## src/include/sketch_consts.svh

```systemverilog
/*
 * widths and hash constants for the flow sketch
 * widths are fixed here, modules carry no parameters
 * the address width sets the sketch depth (2**SK_ADDR_W entries)
 * both multipliers must stay odd for the universal hash to spread keys
 */
`ifndef SKETCH_CONSTS_SVH
`define SKETCH_CONSTS_SVH

//////////////////////////////////////////////////////////////////////
// field widths
//////////////////////////////////////////////////////////////////////
`define SK_KEY_W    104         // src ip, dst ip, src port, dst port, proto
`define SK_ADDR_W   10          // 1024 sketch entries
`define SK_TAG_W    16          // flow identity kept next to the count
`define SK_BYTES_W  16          // packet length in bytes

//////////////////////////////////////////////////////////////////////
// hash multipliers, odd 32 bit
//////////////////////////////////////////////////////////////////////
`define SK_HASH_A   32'h9e3779b1    // address hash
`define SK_HASH_B   32'h85ebca77    // tag hash

`endif

```

## src/rtl/sketch_pkg.sv

```systemverilog
/*
 * shared types for the flow sketch
 * widths come from sketch_consts.svh, the include dir must be on the path
 * sram_rec_t is the stored word, tag in the upper half
 */
`default_nettype none

package sketch_pkg;

`include "sketch_consts.svh"

    //////////////////////////////////////////////////////////////////////
    // plain vectors
    //////////////////////////////////////////////////////////////////////
    typedef logic [`SK_KEY_W-1:0]   flow_key_t;     // five-tuple
    typedef logic [`SK_ADDR_W-1:0]  sram_addr_t;    // sketch entry index
    typedef logic [`SK_TAG_W-1:0]   flow_tag_t;     // hash identity of a flow
    typedef logic [`SK_BYTES_W-1:0] byte_cnt_t;     // packet length

    //////////////////////////////////////////////////////////////////////
    // bundles
    //////////////////////////////////////////////////////////////////////
    // header strobe payload, 120 bits
    typedef struct packed {
        flow_key_t  key;
        byte_cnt_t  len;
    } pkt_hdr_t;

    // one sketch record, 32 bits
    typedef struct packed {
        flow_tag_t  tag;
        byte_cnt_t  bytes;
    } sram_rec_t;

    // single port request, 43 bits
    typedef struct packed {
        logic       we;         // 1 write, 0 read
        sram_addr_t addr;
        sram_rec_t  wdata;      // ignored on reads
    } sram_req_t;

    // register read port fsm
    typedef enum logic [1:0] {
        RD_IDLE,
        RD_WAIT_GRANT,
        RD_WAIT_DATA
    } rd_state_t;

endpackage

`default_nettype wire

```

## src/rtl/sram_arbiter.sv

```systemverilog
/*
 * fixed priority arbiter in front of the single port sketch ram
 * updates are served the cycle they arrive and are never stalled
 * reads get the port only in cycles with no update, so a steady
 * update stream starves the reader until it ends
 * grant and port mux are purely combinational
 */
`timescale 1ns/1ps
`default_nettype none

module sram_arbiter
(
    input  logic                  clk,
    input  logic                  memreset,
    input  logic                  upd_valid,
    input  sketch_pkg::sram_req_t upd_req,
    input  logic                  rdq_valid,    // level held until granted
    input  sketch_pkg::sram_addr_t rdq_addr,
    output logic                  rdq_grant,    // pulse when the read goes out
    output logic                  mem_en,
    output sketch_pkg::sram_req_t mem_req
);

    import sketch_pkg::*;

    // reader drops rdq_valid after its grant, so each request sees one pulse
    assign rdq_grant = rdq_valid & ~upd_valid;
    assign mem_en    = upd_valid | rdq_grant;

    //////////////////////////////////////////////////////////////////////
    // port mux with update priority
    //////////////////////////////////////////////////////////////////////
    always_comb
    begin
        if (upd_valid)
        begin
            mem_req = upd_req;
        end
        else
        begin
            mem_req.we    = 1'b0;       // read
            mem_req.addr  = rdq_addr;
            mem_req.wdata = '0;
        end
    end

endmodule

`default_nettype wire

```

## config.mk

```make
export PLATFORM = sky130hd
export DESIGN_NAME = sram_arbiter
export DESIGN_NICKNAME = d
export VERILOG_FILES = /design/src/rtl/sketch_pkg.sv /design/src/rtl/sram_arbiter.sv
export VERILOG_INCLUDE_DIRS = /design/src /design/src/include
export SDC_FILE = /design/constraint.sdc
export NUM_CORES = 1
export LEC_CHECK = 0
export ABC_AREA = 0
export BUFFER_PORTS_ARGS = -buffer_cell sky130_fd_sc_hd__buf_4
export CORE_MARGIN = 10
export CORE_UTILIZATION = 24
export DETAILED_ROUTE_END_ITERATION = 7
export PLACE_DENSITY = 0.88
export SLEW_MARGIN = 20
export SYNTH_ARGS = -nofsm -noshare
export SYNTH_HDL_FRONTEND = slang
export SYNTH_SLANG_ARGS = --single-unit
```

## constraint.sdc

```tcl
create_clock -name vclk -period 1.02
set_input_delay 0.051 -clock vclk [all_inputs]
set_output_delay 0.051 -clock vclk [all_outputs]
set_load 0.005 [all_outputs]
```

==> impl_metrics.tcl <==
set metrics [dict create \
    fin_nets 205 \
    setup_viol 0 \
    crit_top_cell "buf_4" \
    slew_headroom_pct 79.0 \
    netlist_area_sq_um 393 \
    stdcell_count 162 \
    path_cells "buf_4, mux2_2, buf_4" \
    avgRoutedWirePerCell_microns 17.9 \
    p_int_mw 0.323 \
    maxSlewViolCount 0 \
    grt_use_total_pct 14.6 \
    critPathBufInv 2 \
    comb_power_share_pct 100.0 \
    worstSetupPathDepth 3 \
    tns_ps 0 \
    synth_nets 107 \
    dpl_cell_area_sq_um 1130 \
    design_area_sq_um 1130 \
    drive_gt1_share_pct 76.0 \
    num-clock-buffers 0 \
    crit_type "in -> out" \
    gr-total-overflow 0 \
    status "completed" \
    cts_setup_buffers 0 \
    p_switching_mw 0.131 \
    start_util_pct 25.8 \
    hp-class "in -> out" \
    hold_viol 0 \
    cp-start-kind "input pin" \
    n_antenna_cell 0 \
    vias 687 \
    cts_hold_buf 0 \
    end_kind "output port" \
    p_per_area_nw_per_um2 401 \
    seq_cell_count 0 \
    rsz0062_at_grt "false" \
    netlist_instances 50 \
    drt-initial-drc-count 1 \
    drc 0 \
    synth.avg_cell_area_sq_um 7.86 \
    register_area_sq_um 0 \
    hold_path_depth 3 \
    die_w_microns 60.5 \
    grt_antenna_before_repair 0 \
    rows 14 \
    maxCapViolations 0 \
    crit_family "buffers and inverters" \
    grt_first_pass_wirelength_microns 4140 \
    period_needed_ps 911 \
    cp_data_arrival_time_ps 860 \
    p_sw_share_pct 28.9 \
    n_fill_cell 123 \
    irDropWorstVdd_v 0.000294 \
    place_inst 162 \
    post-route-util_pct 74.1 \
    antenna_left 0 \
    finalWirelength_microns 2900 \
    cts-resized-gates 0 \
    tightest_slew_ps 315 \
    dp_hpwl_microns 2700 \
    routed_via_density 4.24 \
    cp_slowest_cell "mux2_2" \
    io_buffers 100 \
    syn_to_final_growth_pct 188 \
    grt_pass1_vias 754 \
    ys_seq_area_share_pct 0 \
    dr.pass1.iters 2 \
    multi_input_area_sq_um 352 \
    ios 102 \
    grt_max_degree 36 \
    max_clock_freq_mhz 1100 \
    clkPwrFrac_pct 0 \
    die_h_microns 60.5 \
    dieArea_sq_um 3660 \
    core_sq_um 1520 \
    gp_congestion 0.730 \
    synth.distinct_cells 8 \
    yosys_warnings 0 \
    finalCritPeriodShare_pct 89.3 \
    slowest_delay_ps 380 \
    cp_data_required_time_ps 970 \
    leakagePower_nw 0.652 \
    path_max_fanout 35 \
    power_frac_seq_pct 0 \
]
==> power groups by stage <==
| stage | registers [mW] | clock network (mW) | logic, mW |
|---|---|---|---|
| 2_1_floorplan | 0 | 0 | 0.143 |
| 3_3_place_gp | 0 | 0 | 0.452 |
| 3_5_place_dp | 0 | 0 | 0.463 |
| 4_1_cts | 0 | 0 | 0.464 |
| 5_1_grt | 0 | 0 | 0.493 |
| 6_report | 0 | 0 | 0.454 |
==> cells in the mapped netlist (all sizes together) <==
cell type | count | area (sq um)
and2 | 33 | 206
and2b | 1 | 7.51
buf | 5 | 41.3
mux2 | 10 | 131
or2 | 1 | 6.26
==> cell type report <==
class | count | area share [%]
multi-input cells | 45 | 31.1
repair buffers | 101 | 67.1
well taps | 16 | 1.77
==> final timing paths <==
path / from / to / slack [ps]
hold / removal: rdq_valid / mem_en / 360
setup / recovery: upd_valid / mem_req[40] / 110
==> logic make-up (layout without fill, tap and decap cells) <==
group	count (synthesis)	after routing	share of synthesized area [%]
AND/OR/NAND/NOR	35	35	56.1
multiplexers	10	10	33.4
buffers and inverters	5	101	10.5
==> per-layer routing <==
| layer | GRT usage (%) | part of all wire [%] | vias to the layer above |
|---|---|---|---|
| met5 | 0 | 0 | - |
| met4 | 1.25 | 0.86 | 0 |
| met3 | 12.9 | 20 | 2 |
| met2 | 28.8 | 54 | 50 |
| met1 | 10.3 | 25 | 288 |
| li1 | - | - | 347 |
==> metrics by stage <==
| stage | setup slack, ps | hold slack (ps) | power, mW |
|---|---|---|---|
| after global routing | 59.9 | 379 | 0.493 |
| after CTS | 99.6 | 361 | 0.464 |
| after detailed placement | 99.0 | 361 | 0.463 |
| after global placement | 131 | 360 | 0.452 |
| after floorplan | 382 | 187 | 0.143 |
| final | 109 | 358 | 0.454 |
==> cell usage in the layout (no fill, tap or decap) <==
master,count
and2_1,33
and2b_1,1
buf_4,101
mux2_2,5
mux2_4,5
or2_1,1
==> tightest hold or removal path: stages <==
cell	delay, ps
buf_4	80
or2_1	80
buf_4	100
Note: power is estimated with default switching activity, not from simulation.
