File: src/include/sketch_consts.svh
/*
 * widths and hash constants for the flow sketch
 * widths are fixed here, modules carry no parameters
 * the address width sets the sketch depth (2**SK_ADDR_W entries)
 * both multipliers must stay odd for the universal hash to spread keys
 */
`ifndef SKETCH_CONSTS_SVH
`define SKETCH_CONSTS_SVH

//////////////////////////////////////////////////////////////////////
// field widths
//////////////////////////////////////////////////////////////////////
`define SK_KEY_W    104         // src ip, dst ip, src port, dst port, proto
`define SK_ADDR_W   10          // 1024 sketch entries
`define SK_TAG_W    16          // flow identity kept next to the count
`define SK_BYTES_W  16          // packet length in bytes

//////////////////////////////////////////////////////////////////////
// hash multipliers, odd 32 bit
//////////////////////////////////////////////////////////////////////
`define SK_HASH_A   32'h9e3779b1    // address hash
`define SK_HASH_B   32'h85ebca77    // tag hash

`endif

File: src/rtl/sketch_pkg.sv
/*
 * shared types for the flow sketch
 * widths come from sketch_consts.svh, the include dir must be on the path
 * sram_rec_t is the stored word, tag in the upper half
 */
`default_nettype none

package sketch_pkg;

`include "sketch_consts.svh"

    //////////////////////////////////////////////////////////////////////
    // plain vectors
    //////////////////////////////////////////////////////////////////////
    typedef logic [`SK_KEY_W-1:0]   flow_key_t;     // five-tuple
    typedef logic [`SK_ADDR_W-1:0]  sram_addr_t;    // sketch entry index
    typedef logic [`SK_TAG_W-1:0]   flow_tag_t;     // hash identity of a flow
    typedef logic [`SK_BYTES_W-1:0] byte_cnt_t;     // packet length

    //////////////////////////////////////////////////////////////////////
    // bundles
    //////////////////////////////////////////////////////////////////////
    // header strobe payload, 120 bits
    typedef struct packed {
        flow_key_t  key;
        byte_cnt_t  len;
    } pkt_hdr_t;

    // one sketch record, 32 bits
    typedef struct packed {
        flow_tag_t  tag;
        byte_cnt_t  bytes;
    } sram_rec_t;

    // single port request, 43 bits
    typedef struct packed {
        logic       we;         // 1 write, 0 read
        sram_addr_t addr;
        sram_rec_t  wdata;      // ignored on reads
    } sram_req_t;

    // register read port fsm
    typedef enum logic [1:0] {
        RD_IDLE,
        RD_WAIT_GRANT,
        RD_WAIT_DATA
    } rd_state_t;

endpackage

`default_nettype wire

File: src/rtl/reg_reader.sv
/*
 * register read port of the sketch
 * one read at a time, rd_start is dropped while rd_busy is high
 * latency varies with update traffic, 3 cycles to rd_valid when idle
 * rd_data holds the last record until the next rd_valid
 */
`timescale 1ns/1ps
`default_nettype none

module reg_reader
(
    input  logic                   clk,
    input  logic                   memreset,
    input  logic                   rd_start,    // strobe
    input  sketch_pkg::sram_addr_t rd_addr,
    input  logic                   rdq_grant,
    input  sketch_pkg::sram_rec_t  mem_rdata,
    output logic                   rdq_valid,
    output sketch_pkg::sram_addr_t rdq_addr,    // latched on accept
    output logic                   rd_busy,
    output logic                   rd_valid,    // one cycle pulse
    output sketch_pkg::sram_rec_t  rd_data
);

    import sketch_pkg::*;

    rd_state_t state;

    assign rd_busy   = (state != RD_IDLE);
    assign rdq_valid = (state == RD_WAIT_GRANT);   // held until the arbiter grants

    //////////////////////////////////////////////////////////////////////
    // fsm
    //////////////////////////////////////////////////////////////////////
    always_ff @(posedge clk)
    begin
        if (memreset)
        begin
            state    <= RD_IDLE;
            rd_valid <= 1'b0;
        end
        else
        begin
            rd_valid <= 1'b0;
            case (state)
                RD_IDLE:
                begin
                    if (rd_start)
                        state <= RD_WAIT_GRANT;
                end
                RD_WAIT_GRANT:
                begin
                    if (rdq_grant)
                        state <= RD_WAIT_DATA;     // ram read issued this cycle
                end
                RD_WAIT_DATA:
                begin
                    rd_valid <= 1'b1;              // mem_rdata valid now
                    state    <= RD_IDLE;
                end
                default:
                begin
                    state <= RD_IDLE;
                end
            endcase
        end
    end

    //////////////////////////////////////////////////////////////////////
    // address and data capture
    //////////////////////////////////////////////////////////////////////
    always_ff @(posedge clk)
    begin
        if (state == RD_IDLE && rd_start)
            rdq_addr <= rd_addr;
        if (state == RD_WAIT_DATA)
            rd_data <= mem_rdata;
    end

endmodule

`default_nettype wire

File: config.mk
export PLATFORM = sky130hd
export DESIGN_NAME = reg_reader
export DESIGN_NICKNAME = d
export VERILOG_FILES = /design/src/rtl/sketch_pkg.sv /design/src/rtl/reg_reader.sv
export VERILOG_INCLUDE_DIRS = /design/src /design/src/include
export SDC_FILE = /design/constraint.sdc
export NUM_CORES = 1
export LEC_CHECK = 0
export ABC_AREA = 1
export ABC_CLOCK_PERIOD_IN_PS = 6350
export BUFFER_PORTS_ARGS = -buffer_cell sky130_fd_sc_hd__buf_4
export CAP_MARGIN = 30
export CORE_AREA = 2 2 60 62
export CTS_CLUSTER_DIAMETER = 30
export DETAILED_ROUTE_END_ITERATION = 7
export DIE_AREA = 0 0 62 64
export GPL_ROUTABILITY_DRIVEN = 0
export PLACE_DENSITY_LB_ADDON = 0.2
export RECOVER_POWER = 50
export SLEW_MARGIN = 0
export SYNTH_ARGS = -nofsm -noshare
export SYNTH_HDL_FRONTEND = slang
export SYNTH_SLANG_ARGS = --single-unit
export TNS_END_PERCENT = 30
File: constraint.sdc
create_clock -name clk -period 6.35 [get_ports clk]
set_input_delay 0.3175 -clock clk [delete_from_list [all_inputs] [get_ports clk]]
set_output_delay 0.3175 -clock clk [all_outputs]
set_load 0.02 [all_outputs]
==> results.json <==
{
  "sequentialPowerShare_pct": 60.9,
  "post_route_cells_drive_above_1_share_pct": 51.0,
  "synth_seq_cells": 45,
  "core_area_um2": 3280,
  "first_iter_violations": 16,
  "peakVddDrop_v": 0.000130,
  "seq_area_um2": 1320,
  "dieArea_um2": 3970,
  "areaGrowthSynthToFinish_pct": 53.6,
  "antenna_left": 0,
  "overflow": 0,
  "final_net_count": 202,
  "netlist_instances": 58,
  "rows": 21,
  "clock-sinks": 45,
  "cts_tree": "built",
  "dp_hpwl_um": 2000,
  "die_height_um": 64,
  "ff2ff_setup_slack_ns": 5.13,
  "antenna_found_initial": 0,
  "rsz0062_at_grt": "false",
  "antenna_cells": 0,
  "endpoint_kind": "primary output",
  "fin_crit_sh_pct": 22.3,
  "start_kind": "flip-flop",
  "synth_cell_type_count": 10,
  "final_common_cell": "clkbuf_4",
  "holdBufCountCts": 0,
  "ys_seq_area_share_pct": 95.5,
  "multi_input_comb_area_um2": 43.8,
  "finalSetupViolCount": 0,
  "swShare_pct": 20.0,
  "grt_max_degree": 33,
  "synth_fp_nets": 104,
  "cap_violations": 0,
  "htree_levels": 2,
  "skew_ns": 0.00913,
  "p_comb_share_pct": 8.7,
  "remaining_drc_errors": 0,
  "mostFrequentLayoutCells": "clkbuf_4 (47), edfxtp_1 (42), buf_4 (28)",
  "finalCriticalPeriod_ns": 1.42,
  "clk_latency_ns": 0.35,
  "grt_pass1_vias": 909,
  "fmax_mhz": 705,
  "drtPass1Iterations": 3,
  "switching_power_uw": 110,
  "maxSlewHeadroom_pct": 74.3,
  "cts_made_buffers": 5,
  "synth.avg_cell_area_um2": 23.9,
  "hold_path_class": "in2reg",
  "whs_ns": 0.135,
  "slew_viol_final": 0,
  "cts_max_path_buffers": 2,
  "crit_type": "reg2out",
  "grtUsageTotal_pct": 14.5,
  "cts_setup_buffers": 0,
  "pwr-share-clk_pct": 30.4,
  "max_slew.worst_pin.slew_ns": 0.386,
  "syn_area_um2": 1380,
  "wl_per_cell_um": 12.5,
  "required_ns": 6.03,
  "cts_root_buf": "clkbuf_4",
  "internal-power_uw": 443,
  "die_w_um": 62,
  "cp_data_arrival_time_ns": 1.10,
  "cts_resized": 0,
  "clk_pin_slew_ns": 0.11,
  "portBuffers": 90,
  "path_max_fanout": 5,
  "fin_setup_tns_ns": 0,
  "finalHoldViolCount": 0,
  "status": "complete, no violations",
  "initial_core_util_pct": 42.1,
  "wirelength_um": 2550,
  "powerDensity_nw_per_um2": 260,
  "nFillCells": 270,
  "grt_pass1_wl_um": 3950,
  "leakagePower_uw": 0.000849,
  "yosysWarnings": 0,
  "viasPerCell": 4.36,
  "vias": 885,
  "pin_count": 91
}
==> power by group through the flow <==
stage / Combinational, µW / Sequential, µW / Clock (µW)
finish: 48.4 / 337 / 168
global route: 52.6 / 338 / 188
CTS: 53.4 / 337 / 175
detailed placement: 53.3 / 344 / 0
global placement: 51.9 / 344 / 0
floorplan: 7.43 / 354 / 0
==> cell usage after synthesis <==
master     n  area, µm²
edfxtp_1  42       1260
inv_1      5       18.8
dfxtp_1    3       60.1
nor3_1     2       10.0
a21oi_2    1       8.76
nand2_1    1       3.75
nand2_2    1       6.26
nand3_1    1       5.00
nor2_1     1       3.75
nor2_2     1       6.26
==> metal layers <==
layer | track usage (%) | wire length [µm]
met2 | 23.7 | 1320
met3 | 9.72 | 419
met1 | 12.2 | 711
met4 | 8.78 | 100
met5 | 0 | 0
==> critical path, stage by stage, from the launching register on <==
cell and delay (ns):
dfxtp_1 0.36, nor2_1 0.18, inv_1 0.06, buf_4 0.15
==> through the flow <==
stage	instance area, µm²	cells	setup WS [ns]	total power [µW]	utilization (%)
after floorplan	1380	58	4.17	361	-
after global placement	2130	195	5.17	396	64.8
after detailed placement	2130	195	5.13	397	64.8
after CTS	2210	203	4.93	566	67.2
after global routing	2130	203	4.83	578	64.7
final	2130	203	4.93	553	64.7
==> state kept, by name, summed over array words and instances, names as in the netlist <==
register	count
rd_data	32
rdq_addr	10
state	2
rd_valid	1
==> worst paths after layout <==
| kind | cells after the start | end | startpoint |
|---|---|---|---|
| worst min-delay path | 2 | state[0] | memreset |
| worst min register to register | 1 | rd_valid | state[0] |
| worst max register to register | 3 | rdq_addr[1] | state[0] |
| worst max-delay path | 3 | rd_busy | state[0] |
==> area by class of cell <==
type,instances,area share (%)
flip-flops and latches,45,62.2
repair buffers,91,28.4
well taps,46,2.71
inverters,5,0.883
clock inverters,2,1.82
clock buffers,6,1.94
multi-input cells,8,2.06
==> cell families (layout without fill, tap and decap cells) <==
logic type | after synthesis | count (layout) | synth area share [%]
buffers and inverters | 5 | 104 | 1.36
AO/OA/AOI/OAI | 1 | 1 | 0.633
AND/OR/NAND/NOR | 7 | 7 | 2.53
flip-flops | 45 | 45 | 95.5
Power figures use the tool's default switching activity.
